### src/core_types_pkg.sv
package core_types_pkg;

    // ----------------------------------------
    // physical register file

    // 64 physical registers
    localparam int LOG_PR_COUNT = 6;

    // banks are selected by the low bits of a register index
    localparam int LOG_PRF_BANK_COUNT = 2;
    localparam int PRF_BANK_COUNT = 1 << LOG_PRF_BANK_COUNT;

    // ----------------------------------------
    // reorder buffer

    localparam int LOG_ROB_ENTRIES = 6;

    // ----------------------------------------
    // shared types

    // full physical register index
    typedef logic [LOG_PR_COUNT-1:0] pr_t;

    // row within a bank, bank bits stripped
    typedef logic [LOG_PR_COUNT-LOG_PRF_BANK_COUNT-1:0] upper_pr_t;

    typedef logic [LOG_ROB_ENTRIES-1:0] rob_idx_t;

    // function code, opaque to the issue stage
    typedef logic [3:0] op_t;

endpackage

### src/prf_req_if.sv
interface prf_req_if;

    import core_types_pkg::*;

    // operand A read request
    logic a_valid;
    pr_t  a_pr;

    // operand B read request
    logic b_valid;
    pr_t  b_pr;

    // issue queue side
    modport producer (
        output a_valid,
        output a_pr,
        output b_valid,
        output b_pr
    );

    // bank router side
    modport consumer (
        input a_valid,
        input a_pr,
        input b_valid,
        input b_pr
    );

endinterface

### src/alu_reg_mdu_iq.sv
module alu_reg_mdu_iq #(
    parameter int IQ_ENTRIES = 12
) (
    input  logic CLK,
    input  logic nRST,

    // enqueue from dispatch
    input  logic                      enq_valid,
    input  logic                      enq_is_alu_reg,
    input  logic                      enq_is_mdu,
    input  core_types_pkg::op_t       enq_op,
    input  core_types_pkg::pr_t       enq_a_pr,
    input  logic                      enq_a_ready,
    input  logic                      enq_a_is_zero,
    input  core_types_pkg::pr_t       enq_b_pr,
    input  logic                      enq_b_ready,
    input  logic                      enq_b_is_zero,
    input  core_types_pkg::pr_t       enq_dest_pr,
    input  core_types_pkg::rob_idx_t  enq_rob_index,
    output logic                      enq_ready,

    // writeback bus, one slot per bank
    input  logic [core_types_pkg::PRF_BANK_COUNT-1:0] wb_valid_by_bank,
    input  core_types_pkg::upper_pr_t [core_types_pkg::PRF_BANK_COUNT-1:0] wb_upper_pr_by_bank,

    // issue to ALU reg and MDU pipelines
    output logic                      alu_reg_issue_valid,
    output logic                      mdu_issue_valid,
    output core_types_pkg::op_t       issue_op,
    output logic                      issue_a_forward,
    output logic                      issue_a_is_zero,
    output core_types_pkg::pr_t       issue_a_pr,
    output logic                      issue_b_forward,
    output logic                      issue_b_is_zero,
    output core_types_pkg::pr_t       issue_b_pr,
    output core_types_pkg::pr_t       issue_dest_pr,
    output core_types_pkg::rob_idx_t  issue_rob_index,
    input  logic                      alu_reg_issue_ready,
    input  logic                      mdu_issue_ready,

    // register file read requests for the issued op
    prf_req_if.producer               prf_req
);

    import core_types_pkg::*;

    // one queue slot
    typedef struct packed {
        logic     is_alu_reg;
        logic     is_mdu;
        op_t      op;
        pr_t      a_pr;
        logic     a_ready;
        logic     a_is_zero;
        pr_t      b_pr;
        logic     b_ready;
        logic     b_is_zero;
        pr_t      dest_pr;
        rob_idx_t rob_index;
    } entry_t;

    // ----------------------------------------
    // signals

    // slot 0 is always the oldest
    logic   [IQ_ENTRIES-1:0] valid_q;
    logic   [IQ_ENTRIES-1:0] valid_d;
    entry_t [IQ_ENTRIES-1:0] entry_q;
    entry_t [IQ_ENTRIES-1:0] entry_d;

    // entries with this cycle's wakeup folded into the ready bits
    entry_t [IQ_ENTRIES-1:0] held_entry;
    entry_t [IQ_ENTRIES-1:0] held_above;
    logic   [IQ_ENTRIES-1:0] valid_above;

    logic [IQ_ENTRIES-1:0] a_forward;
    logic [IQ_ENTRIES-1:0] b_forward;

    logic [IQ_ENTRIES-1:0] issue_ready_by_entry;
    logic [IQ_ENTRIES-1:0] issue_one_hot;
    logic [IQ_ENTRIES-1:0] issue_mask;

    logic [IQ_ENTRIES-1:0] free_one_hot;
    logic [IQ_ENTRIES-1:0] dispatch_one_hot;
    logic [IQ_ENTRIES-1:0] dispatch_above;

    entry_t enq_entry;

    // ----------------------------------------
    // wakeup

    // register is on the writeback bus for its bank
    function automatic logic wb_hit(
        input pr_t pr,
        input logic [PRF_BANK_COUNT-1:0] wb_valid,
        input upper_pr_t [PRF_BANK_COUNT-1:0] wb_upper
    );
        logic [LOG_PRF_BANK_COUNT-1:0] bank;
        bank = pr[LOG_PRF_BANK_COUNT-1:0];
        return wb_valid[bank] && (wb_upper[bank] == pr[LOG_PR_COUNT-1:LOG_PRF_BANK_COUNT]);
    endfunction

    always_comb begin
        for (int i = 0; i < IQ_ENTRIES; i++) begin
            a_forward[i] = wb_hit(entry_q[i].a_pr, wb_valid_by_bank, wb_upper_pr_by_bank);
            b_forward[i] = wb_hit(entry_q[i].b_pr, wb_valid_by_bank, wb_upper_pr_by_bank);

            // ready bits are sticky once forwarded
            held_entry[i] = entry_q[i];
            held_entry[i].a_ready = entry_q[i].a_ready | a_forward[i];
            held_entry[i].b_ready = entry_q[i].b_ready | b_forward[i];
        end
    end

    // ----------------------------------------
    // issue select

    always_comb begin
        for (int i = 0; i < IQ_ENTRIES; i++) begin
            issue_ready_by_entry[i] = valid_q[i]
                & ((entry_q[i].is_alu_reg & alu_reg_issue_ready)
                    | (entry_q[i].is_mdu & mdu_issue_ready))
                & (entry_q[i].a_ready | a_forward[i] | entry_q[i].a_is_zero)
                & (entry_q[i].b_ready | b_forward[i] | entry_q[i].b_is_zero);
        end
    end

    // lowest index is oldest
    pe_lsb #(.WIDTH(IQ_ENTRIES)) issue_pe_i (
        .req_vec     (issue_ready_by_entry),
        .ack_one_hot (issue_one_hot),
        .ack_mask    (issue_mask)
    );

    // one-hot mux of the winner
    always_comb begin
        alu_reg_issue_valid = 1'b0;
        mdu_issue_valid = 1'b0;
        issue_op = '0;
        issue_a_forward = 1'b0;
        issue_a_is_zero = 1'b0;
        issue_a_pr = '0;
        issue_b_forward = 1'b0;
        issue_b_is_zero = 1'b0;
        issue_b_pr = '0;
        issue_dest_pr = '0;
        issue_rob_index = '0;
        prf_req.a_valid = 1'b0;
        prf_req.b_valid = 1'b0;

        for (int i = 0; i < IQ_ENTRIES; i++) begin
            if (issue_one_hot[i]) begin
                // only the winner's own pipeline sees valid
                alu_reg_issue_valid |= entry_q[i].is_alu_reg;
                mdu_issue_valid |= entry_q[i].is_mdu;
                issue_op |= entry_q[i].op;
                issue_a_forward |= a_forward[i];
                issue_a_is_zero |= entry_q[i].a_is_zero;
                issue_a_pr |= entry_q[i].a_pr;
                issue_b_forward |= b_forward[i];
                issue_b_is_zero |= entry_q[i].b_is_zero;
                issue_b_pr |= entry_q[i].b_pr;
                issue_dest_pr |= entry_q[i].dest_pr;
                issue_rob_index |= entry_q[i].rob_index;

                // forwarded and zero operands skip the register file
                prf_req.a_valid |= ~a_forward[i] & ~entry_q[i].a_is_zero;
                prf_req.b_valid |= ~b_forward[i] & ~entry_q[i].b_is_zero;
            end
        end
    end

    assign prf_req.a_pr = issue_a_pr;
    assign prf_req.b_pr = issue_b_pr;

    // ----------------------------------------
    // enqueue

    pe_lsb #(.WIDTH(IQ_ENTRIES)) free_pe_i (
        .req_vec     (~valid_q),
        .ack_one_hot (free_one_hot),
        .ack_mask    ()
    );

    assign enq_ready = ~&valid_q;
    assign dispatch_one_hot = free_one_hot & {IQ_ENTRIES{enq_valid}};

    always_comb begin
        enq_entry.is_alu_reg = enq_is_alu_reg;
        enq_entry.is_mdu = enq_is_mdu;
        enq_entry.op = enq_op;
        enq_entry.a_pr = enq_a_pr;
        enq_entry.a_ready = enq_a_ready;
        enq_entry.a_is_zero = enq_a_is_zero;
        enq_entry.b_pr = enq_b_pr;
        enq_entry.b_ready = enq_b_ready;
        enq_entry.b_is_zero = enq_b_is_zero;
        enq_entry.dest_pr = enq_dest_pr;
        enq_entry.rob_index = enq_rob_index;
    end

    // ----------------------------------------
    // collapse

    // view of the slot above, nothing above the top slot
    assign valid_above = {1'b0, valid_q[IQ_ENTRIES-1:1]};
    assign dispatch_above = {1'b0, dispatch_one_hot[IQ_ENTRIES-1:1]};
    assign held_above = {held_entry[IQ_ENTRIES-1], held_entry[IQ_ENTRIES-1:1]};

    // slots at or above the issued one pull from above
    always_comb begin
        for (int i = 0; i < IQ_ENTRIES; i++) begin
            if (issue_mask[i] ? valid_above[i] : valid_q[i]) begin
                valid_d[i] = 1'b1;
                entry_d[i] = issue_mask[i] ? held_above[i] : held_entry[i];
            end else begin
                // empty source, so the new op may land here
                valid_d[i] = issue_mask[i] ? dispatch_above[i] : dispatch_one_hot[i];
                entry_d[i] = enq_entry;
            end
        end
    end

    always_ff @(posedge CLK or negedge nRST) begin
        if (!nRST) begin
            valid_q <= '0;
        end else begin
            valid_q <= valid_d;
        end
    end

    always_ff @(posedge CLK) begin
        entry_q <= entry_d;
    end

    // ----------------------------------------
    // assertions

    a_enq_one_kind: assert property (@(posedge CLK) disable iff (!nRST)
        enq_valid && enq_ready |-> enq_is_alu_reg ^ enq_is_mdu);

    a_issue_one_pipe: assert property (@(posedge CLK) disable iff (!nRST)
        !(alu_reg_issue_valid && mdu_issue_valid));

    // valid slots form a solid block from slot 0
    a_contiguous: assert property (@(posedge CLK) disable iff (!nRST)
        alu_reg_issue_valid || mdu_issue_valid
        |=> ((valid_q + {{(IQ_ENTRIES-1){1'b0}}, 1'b1}) & valid_q) == '0);

endmodule

### src/alu_reg_mdu_issue_top.sv
module alu_reg_mdu_issue_top #(
    parameter int IQ_ENTRIES = 12
) (
    input  logic CLK,
    input  logic nRST,

    // enqueue
    input  logic                      enq_valid,
    input  logic                      enq_is_alu_reg,
    input  logic                      enq_is_mdu,
    input  core_types_pkg::op_t       enq_op,
    input  core_types_pkg::pr_t       enq_a_pr,
    input  logic                      enq_a_ready,
    input  logic                      enq_a_is_zero,
    input  core_types_pkg::pr_t       enq_b_pr,
    input  logic                      enq_b_ready,
    input  logic                      enq_b_is_zero,
    input  core_types_pkg::pr_t       enq_dest_pr,
    input  core_types_pkg::rob_idx_t  enq_rob_index,
    output logic                      enq_ready,

    // writeback bus
    input  logic [core_types_pkg::PRF_BANK_COUNT-1:0] wb_valid_by_bank,
    input  core_types_pkg::upper_pr_t [core_types_pkg::PRF_BANK_COUNT-1:0] wb_upper_pr_by_bank,

    // issue
    output logic                      alu_reg_issue_valid,
    output logic                      mdu_issue_valid,
    output core_types_pkg::op_t       issue_op,
    output logic                      issue_a_forward,
    output logic                      issue_a_is_zero,
    output core_types_pkg::pr_t       issue_a_pr,
    output logic                      issue_b_forward,
    output logic                      issue_b_is_zero,
    output core_types_pkg::pr_t       issue_b_pr,
    output core_types_pkg::pr_t       issue_dest_pr,
    output core_types_pkg::rob_idx_t  issue_rob_index,
    input  logic                      alu_reg_issue_ready,
    input  logic                      mdu_issue_ready,

    // bank read ports
    output logic [core_types_pkg::PRF_BANK_COUNT-1:0] rd_a_valid_by_bank,
    output core_types_pkg::upper_pr_t [core_types_pkg::PRF_BANK_COUNT-1:0] rd_a_row_by_bank,
    output logic [core_types_pkg::PRF_BANK_COUNT-1:0] rd_b_valid_by_bank,
    output core_types_pkg::upper_pr_t [core_types_pkg::PRF_BANK_COUNT-1:0] rd_b_row_by_bank
);

    prf_req_if prf_req ();

    alu_reg_mdu_iq #(.IQ_ENTRIES(IQ_ENTRIES)) iq_i (
        .CLK                 (CLK),
        .nRST                (nRST),
        .enq_valid           (enq_valid),
        .enq_is_alu_reg      (enq_is_alu_reg),
        .enq_is_mdu          (enq_is_mdu),
        .enq_op              (enq_op),
        .enq_a_pr            (enq_a_pr),
        .enq_a_ready         (enq_a_ready),
        .enq_a_is_zero       (enq_a_is_zero),
        .enq_b_pr            (enq_b_pr),
        .enq_b_ready         (enq_b_ready),
        .enq_b_is_zero       (enq_b_is_zero),
        .enq_dest_pr         (enq_dest_pr),
        .enq_rob_index       (enq_rob_index),
        .enq_ready           (enq_ready),
        .wb_valid_by_bank    (wb_valid_by_bank),
        .wb_upper_pr_by_bank (wb_upper_pr_by_bank),
        .alu_reg_issue_valid (alu_reg_issue_valid),
        .mdu_issue_valid     (mdu_issue_valid),
        .issue_op            (issue_op),
        .issue_a_forward     (issue_a_forward),
        .issue_a_is_zero     (issue_a_is_zero),
        .issue_a_pr          (issue_a_pr),
        .issue_b_forward     (issue_b_forward),
        .issue_b_is_zero     (issue_b_is_zero),
        .issue_b_pr          (issue_b_pr),
        .issue_dest_pr       (issue_dest_pr),
        .issue_rob_index     (issue_rob_index),
        .alu_reg_issue_ready (alu_reg_issue_ready),
        .mdu_issue_ready     (mdu_issue_ready),
        .prf_req             (prf_req.producer)
    );

    prf_read_bank_router router_i (
        .CLK                (CLK),
        .nRST               (nRST),
        .prf_req            (prf_req.consumer),
        .rd_a_valid_by_bank (rd_a_valid_by_bank),
        .rd_a_row_by_bank   (rd_a_row_by_bank),
        .rd_b_valid_by_bank (rd_b_valid_by_bank),
        .rd_b_row_by_bank   (rd_b_row_by_bank)
    );

endmodule

### src/pe_lsb.sv
module pe_lsb #(
    parameter int WIDTH = 8
) (
    input  logic [WIDTH-1:0] req_vec,
    output logic [WIDTH-1:0] ack_one_hot,
    output logic [WIDTH-1:0] ack_mask
);

    // set once the lowest request has been seen
    logic found;

    // walk up from bit 0, the first request wins
    always_comb begin
        found = 1'b0;
        for (int i = 0; i < WIDTH; i++) begin
            ack_one_hot[i] = req_vec[i] & ~found;
            found = found | req_vec[i];
            // winner and everything above it
            ack_mask[i] = found;
        end
    end

endmodule

### src/prf_read_bank_router.sv
module prf_read_bank_router (
    input  logic CLK,
    input  logic nRST,

    prf_req_if.consumer prf_req,

    // per-bank read ports, registered
    output logic [core_types_pkg::PRF_BANK_COUNT-1:0] rd_a_valid_by_bank,
    output core_types_pkg::upper_pr_t [core_types_pkg::PRF_BANK_COUNT-1:0] rd_a_row_by_bank,
    output logic [core_types_pkg::PRF_BANK_COUNT-1:0] rd_b_valid_by_bank,
    output core_types_pkg::upper_pr_t [core_types_pkg::PRF_BANK_COUNT-1:0] rd_b_row_by_bank
);

    import core_types_pkg::*;

    logic [LOG_PRF_BANK_COUNT-1:0] a_bank;
    logic [LOG_PRF_BANK_COUNT-1:0] b_bank;
    upper_pr_t a_row;
    upper_pr_t b_row;
    logic [PRF_BANK_COUNT-1:0] a_valid_d;
    logic [PRF_BANK_COUNT-1:0] b_valid_d;

    // ----------------------------------------
    // bank decode

    // bank in the low bits, row in the rest
    assign a_bank = prf_req.a_pr[LOG_PRF_BANK_COUNT-1:0];
    assign a_row = prf_req.a_pr[LOG_PR_COUNT-1:LOG_PRF_BANK_COUNT];
    assign b_bank = prf_req.b_pr[LOG_PRF_BANK_COUNT-1:0];
    assign b_row = prf_req.b_pr[LOG_PR_COUNT-1:LOG_PRF_BANK_COUNT];

    always_comb begin
        a_valid_d = '0;
        b_valid_d = '0;
        a_valid_d[a_bank] = prf_req.a_valid;
        b_valid_d[b_bank] = prf_req.b_valid;
    end

    // ----------------------------------------
    // read port registers

    always_ff @(posedge CLK or negedge nRST) begin
        if (!nRST) begin
            rd_a_valid_by_bank <= '0;
            rd_b_valid_by_bank <= '0;
        end else begin
            rd_a_valid_by_bank <= a_valid_d;
            rd_b_valid_by_bank <= b_valid_d;
        end
    end

    // rows only move when their bank is requested
    always_ff @(posedge CLK) begin
        for (int k = 0; k < PRF_BANK_COUNT; k++) begin
            if (a_valid_d[k]) begin
                rd_a_row_by_bank[k] <= a_row;
            end
            if (b_valid_d[k]) begin
                rd_b_row_by_bank[k] <= b_row;
            end
        end
    end

    // ----------------------------------------
    // assertions

    a_one_port_each: assert property (@(posedge CLK) disable iff (!nRST)
        $onehot0(rd_a_valid_by_bank) && $onehot0(rd_b_valid_by_bank));

endmodule

### config.mk
export PLATFORM = sky130hd
export DESIGN_NAME = alu_reg_mdu_issue_top
export DESIGN_NICKNAME = d
export VERILOG_FILES = /design/src/core_types_pkg.sv /design/src/prf_req_if.sv /design/src/alu_reg_mdu_iq.sv /design/src/alu_reg_mdu_issue_top.sv /design/src/pe_lsb.sv /design/src/prf_read_bank_router.sv
export SDC_FILE = /design/constraint.sdc
export NUM_CORES = 1
export LEC_CHECK = 0
export BUFFER_PORTS_ARGS = -buffer_cell sky130_fd_sc_hd__buf_2
export CORE_MARGIN = 2
export CORE_UTILIZATION = 40
export CTS_BUF_LIST = sky130_fd_sc_hd__clkbuf_8
export CTS_CLUSTER_DIAMETER = 30
export CTS_CLUSTER_SIZE = 30
export DETAILED_ROUTE_END_ITERATION = 8
export GPL_TIMING_DRIVEN = 0
export PLACE_DENSITY = 0.56
export SLEW_MARGIN = 20
export SYNTH_ARGS = -nofsm -noshare
export SYNTH_HDL_FRONTEND = slang
export SYNTH_SLANG_ARGS = --single-unit
### constraint.sdc
create_clock -name CLK -period 6.9 [get_ports CLK]
set_clock_uncertainty 0.2 [all_clocks]
set_input_delay 1.035 -clock CLK [delete_from_list [all_inputs] [get_ports CLK]]
set_output_delay 1.035 -clock CLK [all_outputs]
set_load 0.005 [all_outputs]
Word-level counts from Yosys, hierarchy flattened
Index checks and enable logic that the tools add are counted.
W data, S select, Z words.

storage, ports and cells
  flip-flop bits (word level) = 460
  latch bits = 0
  memory bits (writable) = 0
  ROM bits = 0
  input port bits = 59
  output and inout port bits = 75
  logic and storage cells = 953
  memories = 0

cells by class
  add/sub/neg operators = 0
  $mul = 0
  div/mod/pow operators = 0
  magnitude comparators = 28
  eq/ne operators = 35
  shift-type cells = 0
  multiplexer cells = 315
  bitwise gates (word level) = 404
  reductions and logical operators = 28

operator list
  cell                  number
  $mux W34              22
  $mux W6               48
  $or A6 B6 Y6          44
  $bmux W4 S2           24
  $or A1 B1 Y1          169
  $mux W1               158
  $mux W4               36
  $and A1 B1 Y1         106
  $eq A4 B4 Y1          24
  $lt A2 B3 Y1 const B  26
  $not A1 Y1            70
  $bmux W1 S2           24
  $or A4 B4 Y4          11
  $logic_and A1 B1 Y1   26
  $mux W22              1
  $ne A2 B1 Y1 const B  11
  $and A12 B12 Y12      1
  $not A12 Y12          1
  $reduce_and A12 Y1    1
  $and A4 B4 Y4         2
  $demux W1 S2          2
  $ge A2 B1 Y1 const B  2
  $logic_not A1 Y1      1

Depth between registers and ports, before layout
  word-level depth = 36
  mapped depth = 15

Modules after synthesis
Synthesis repeated with hierarchy kept, for this count alone.

second synthesis, totals
  cells, all modules = 1928
  area total of the unflattened synthesis = 25584.5 µm²

by module, submodules not included
  module                instances  cells an instance  area an instance (µm²)  seq. area each (µm²)
  alu_reg_mdu_iq        1          1812               23860.4                 12311.8
  prf_read_bank_router  1          48                 1236.2                  1161.1
  pe_lsb                2          34                 244.0                   0.0

Worst setup path before layout
Ideal clock, no wire load.

  kind = input port to flip-flop
  from = input wb_upper_pr_by_bank[9] in the netlist's numbering
  to = register iq_i.entry_q[10] in the netlist's numbering, data pin
  arrival = 5.615 ns
  slack = 0.954 ns
  cell stages on the path = 10
  path buffers = 3
  cells stage by stage = clkbuf_1 > mux4_2 > xnor2_1 > o211ai_1 > a21o_1 > o21ai_0 > and2_1 > clkbuf_1 > buf_1 > a22o_1

RTL lines
  element               RTL line                     RTL
  start, declared       alu_reg_mdu_issue_top.sv:24  input core_types_pkg::upper_pr_t [core_types_pkg::PRF_BANK_COUNT-1:0] wb_upper_pr_by_bank,
  end signal, assigned  alu_reg_mdu_iq.sv:233        entry_q <= entry_d;
  end, declared         alu_reg_mdu_iq.sv:68         entry_t [IQ_ENTRIES-1:0] entry_q;

Worst setup path after layout
  from = input wb_upper_pr_by_bank[15] in the netlist's numbering
  to = output issue_rob_index[1]

on the way
  longest elaborated chain between the ends = 31

RTL lines
  element                                       RTL line                             RTL
  $bmux W4 S2                                   alu_reg_mdu_iq.sv:100                return wb_valid[bank] && (wb_upper[bank] == pr[LOG_PR_COUNT-1:LOG_PRF_BANK_COUNT]);
  $mux W4 (not written as such)                 alu_reg_mdu_iq.sv:100
  $eq A4 B4 Y1                                  alu_reg_mdu_iq.sv:100
  $logic_and A1 B1 Y1                           alu_reg_mdu_iq.sv:100
  $or A1 B1 Y1 (2 in a row)                     alu_reg_mdu_iq.sv:123                & (entry_q[i].a_ready | a_forward[i] | entry_q[i].a_is_zero)
  $and A1 B1 Y1                                 alu_reg_mdu_iq.sv:123
  $and A1 B1 Y1                                 alu_reg_mdu_iq.sv:124                & (entry_q[i].b_ready | b_forward[i] | entry_q[i].b_is_zero);
  $mux W6 / $not A1 Y1 (equally long branches)  alu_reg_mdu_iq.sv:152, pe_lsb.sv:16
  (+14 left out)                                n/a
  $or A6 B6 Y6                                  alu_reg_mdu_iq.sv:164                issue_rob_index |= entry_q[i].rob_index;
  $mux W6                                       alu_reg_mdu_iq.sv:152                if (issue_one_hot[i]) begin
  $or A6 B6 Y6                                  alu_reg_mdu_iq.sv:164
  $mux W6                                       alu_reg_mdu_iq.sv:152
  $or A6 B6 Y6                                  alu_reg_mdu_iq.sv:164
  $mux W6                                       alu_reg_mdu_iq.sv:152
  $or A6 B6 Y6                                  alu_reg_mdu_iq.sv:164
  $mux W6 *                                     alu_reg_mdu_iq.sv:152
  end, declared                                 alu_reg_mdu_issue_top.sv:37          output core_types_pkg::rob_idx_t issue_rob_index,

Mark *: on every way between the ends. The rest lies on a longest branch, timed or not. The select of a mux whose other input is x is not followed.

==> results <==
- The first-pass GRT wire length is 161 mm.
- After routing the design area is 0.0313 mm².
- A synthesized cell averages 12.5 µm².
- Before CTS, the worst setup slack after placement is -0.710 ns.
- During synthesis, Yosys emitted a total of 0 warnings.
- The ratio of total power to cell area is 599 mW/mm².
- The launch instance of the worst register-to-register path is iq_i.entry_q[389].
- After filler insertion, the fill cell instance count of the layout stands at 5972.
- Leaving out fill and tap cells, the most frequent cell in the layout is sky130_fd_sc_hd__edfxtp_1.
- The number of distinct library cells after synthesis is 94.
- Counting both buffers and inverters, the worst setup path holds a total of 6.
- The latest clock arrival within the worst-skew pair is 0.77 ns.
- The number of routed nets with antenna violations is 0.
- The starting density of the core is approximately two fifths.
- STA puts the critical path data required time at 5.66 ns.
- Leaving out fill and tap cells, the most frequent cells in the layout are sky130_fd_sc_hd__edfxtp_1, sky130_fd_sc_hd__a22o_1, sky130_fd_sc_hd__buf_2, sky130_fd_sc_hd__clkbuf_1, sky130_fd_sc_hd__clkbuf_8.
- The via count of the first global-routing pass is 22012.
- Detailed routing inserted a total of between 20000 and 25000 vias.
- The run finished, with violations left.
- The worst path in the final design needs a cycle of around 6.9 ns, including I/O delays and setup.
- The initial detailed-routing violation count is 3609.
- The layout overhead on the synthesized area is 18.6%.
- The worst setup path is launched from an input pin.
- The residual overflow from global routing is 0.
- In this run, synthesis inferred 416 flip-flops with an integrated enable.
- The cell area that synthesis handed to floorplanning was around 0.026 mm².
- Based on the critical path, the design can be clocked at up to ~0.14 GHz.
- After the last flow step, the layout net total stands at 2436.
- The post-route netlist has between 20% and 30% of its cells at a drive strength greater than 1.
- The CTS H-tree depth is 3.
- The share of synthesized registers carrying an async set or reset is 4.35%.
- The worst path uses 100% of the clock period.
- The placed wire-length estimate is 84.9 mm.
- The standard cell area after detailed placement is 0.0285 mm².
- The setup check on the worst reg-to-reg path leaves a slack of between 1 and 1.5 ns.
- Entering global routing, the biggest net connects 35 pins.
- In this run, synthesis produced a sequential element count of 460.
- The final max-slew violation count is 0.
- The initial antenna violation count is 4.
- Measured against its own limit, the worst slew margin works out to ~13%.
- In this run the static leakage power is 12.1 nW.
- The worst-path cell with the longest stage delay is sky130_fd_sc_hd__buf_1.
- The number of cells produced by synthesis is 2108.
- The delay of the slowest cell on the worst path is 1.02 ns.
- The routed wirelength normalized by instance count is 34.7 µm.
- The critical path is of the input pin to output pin type.
- The cell class contributing the biggest share of worst-path delay is buffers and inverters.
- The start point of the critical path is wb_upper_pr_by_bank[15].
- The die boundary width is 261 µm.
- Among all flip-flop cells after synthesis, the most frequent one is sky130_fd_sc_hd__edfxtp_1.
- Counting tap cells, the placed design contains a total of 3120 instances.
- The checks that failed: setup timing.
- The terminus of the critical flop-to-flop path is router_i.rd_b_row_by_bank[14].
- The longest clock path from root to sink contains 3 buffers.
- Routability-driven placement finished with a final weighted congestion of 0.996.
- In the final layout, flip-flops and latches occupy about 0.013 mm².
- The data arrival time of the worst path is between 5 and 6 ns.
- The net count after synthesis is 2167.
- The multi-input logic area is 0.0119 mm².
- The transition time at the pin with the least slew margin is 1.31 ns.
- The total DRC errors in the routed layout is 0.
- The number of input and output port buffers inserted is 130.
- The die footprint is 0.0680 mm².
- Sequential cells were found to cover 51.1% of the synthesized design area.
- TritonCTS built the clock tree.
- The die outline height is 261 µm.
- The average vias per placed instance is 6.85.
- Max-cap violations in this run came to 0.
- The total setup violations reported at the end of the flow is 1.
- The core region is 0.0655 mm².
- After clock tree synthesis, the clock-pin slew on the worst setup and hold paths is 0.06 ns.
- The number of optimization iterations in the first detailed-route pass is 6.
- The post-layout worst setup margin is -0.000800 ns.
- The final wirelength is 116 mm.
- The number of standard cells in the layout, taps in and fillers out is about 3300.
- The worst register-to-register path has a depth of 11.
- In this run, CTS created clock tree buffers numbering 113.
- The root buffer cell is sky130_fd_sc_hd__clkbuf_8.
- For this design the top-level I/O count stands at 134.
- The critical path capture point type is an output pin.
- The tightest min-delay check is of the input pin to async pin type.
- Traced cell by cell, the critical path runs through buf_2 -> clkbuf_1 -> mux2i_1 -> xnor2_1 -> o32ai_1 -> o211ai_1 -> a211oi_2 -> clkbuf_4 -> buf_1 -> buf_1 -> a222oi_1 -> a21boi_0 -> nand3_1 -> buf_2.
- The CTS sink count is 460.
- The worst-path maximum fanout is 10.
- The initialized floorplan defines 94 standard-cell rows.
- The worst-case vdd ir drop is 0.000313 V.
- In the global route stage, overall resource usage came out at 33.5%.
- The number of endpoints with negative hold slack in the final report came to 0.
kinds of logic after synthesis:
logic type	count (synthesis)	synth area share, %
xor gates and xnor gates	133	4.42
and+or+nand+nor	351	6.89
DFF	460	51.1
buffers and inverters	275	4.61
AOI/OAI and AO/OA	728	23.6
muxes	161	9.44
registers in the layout, indices dropped and copies added, names as in the netlist:
register / count
router_i.rd_b_row_by_bank: 16
router_i.rd_b_valid_by_bank: 4
router_i.rd_a_row_by_bank: 16
iq_i.valid_q: 12
router_i.rd_a_valid_by_bank: 4
iq_i.entry_q: 408
timing repair:
item                                    CTS  global route
endpoints found under the setup margin   29            28
hold buffers                              0             0
buffers inserted                          5             2
pin swaps                                 3             4
resized for setup                        15            30
worst reg2reg max path, delay by kind of cell, from the launching register on:
kind                      cells  cell delay, ns
AOI/OAI and AO/OA             5            2.28
muxes                         1            0.33
and+or+nand+nor               3            1.33
xor gates and xnor gates      1            0.09
buffers and inverters         1            0.61
DFF                           1            0.40
Yosys cell counts (all sizes together) (4+ instances only):
master	count	area, µm²
xor2	49	429
nor3b	6	45.0
nor2b	22	138
a21oi	39	225
nand2	91	349
a221oi	36	339
a211oi	14	128
a21boi	19	143
nand4	12	81.3
mux2i	80	801
o21ai	23	115
nor2	68	273
dfxtp	24	480
nand3	53	265
nor3	38	228
clkbuf	142	534
edfxtp	416	12500
o32ai	17	149
dfrtp	20	500
buf	100	558
mux4	69	1550
inv	33	124
o221ai	9	85.1
a311oi	4	35.0
and2	8	51.3
a22oi	49	368
xnor2	84	736
nand2b	6	37.5
o211ai	12	95.1
o32a	4	40.0
o2bb2ai	17	149
a222oi	36	360
a211o	4	35.0
a22o	390	3420
or2	8	50.1
mux2	12	135
a221o	19	191
and3	16	100
nor4	9	81.3
stage by stage:
stage	utilization, %	TNS, ns	hold WS [ns]	power, mW
final	47.7	-0.000800	0.0967	18.7
after global routing	47.7	-0.0163	0.130	19.3
after CTS	47.6	0	0.0784	18.4
after detailed placement	43.5	-11.00	0.342	14.6
after global placement	42.9	-313.55	0.327	14.3
after floorplan	-	0	0.298	10.8
worst max path at each step:
stage / end / slack, ns / cells after the start
floorplan: iq_i.entry_q[10] / 0.95 / 10
finish: issue_rob_index[1] / -0.0008 / 14
CTS: issue_a_pr[4] / 0.002 / 16
global route: issue_b_pr[4] / -0.01 / 14
detailed placement: issue_a_pr[2] / -0.71 / 15
global placement: iq_i.entry_q[14] / -4.55 / 13
where the power goes:
| part | total, mW | internal, mW | leakage, nW | switching [mW] |
|---|---|---|---|---|
| clock network | 3.76 | 2.25 | 1.33 | 1.51 |
| logic | 8.93 | 3.15 | 6.04 | 5.78 |
| registers | 6.03 | 5.00 | 4.77 | 1.03 |
routing by layer:
layer	vias to the layer above	global-route usage (%)	share of wire (%)
met3	328	6.79	11
met4	4	18.7	5.9
met2	1683	50.6	44
met5	-	0	0.023
li1	9168	-	-
met1	11701	45.0	39
area by class of cell:
type,instances,area share (%)
Clock buffer,117,5.15
Sequential cell,460,43.1
Timing Repair Buffer,155,3.25
Buffer,241,3.56
Clock inverter,95,3.11
Inverter,33,0.396
Tap cell,864,3.46
Multi-Input combinational cell,1373,38.0
Antenna cell,2,0.0160
No activity file was read; power rests on OpenSTA's default activity.
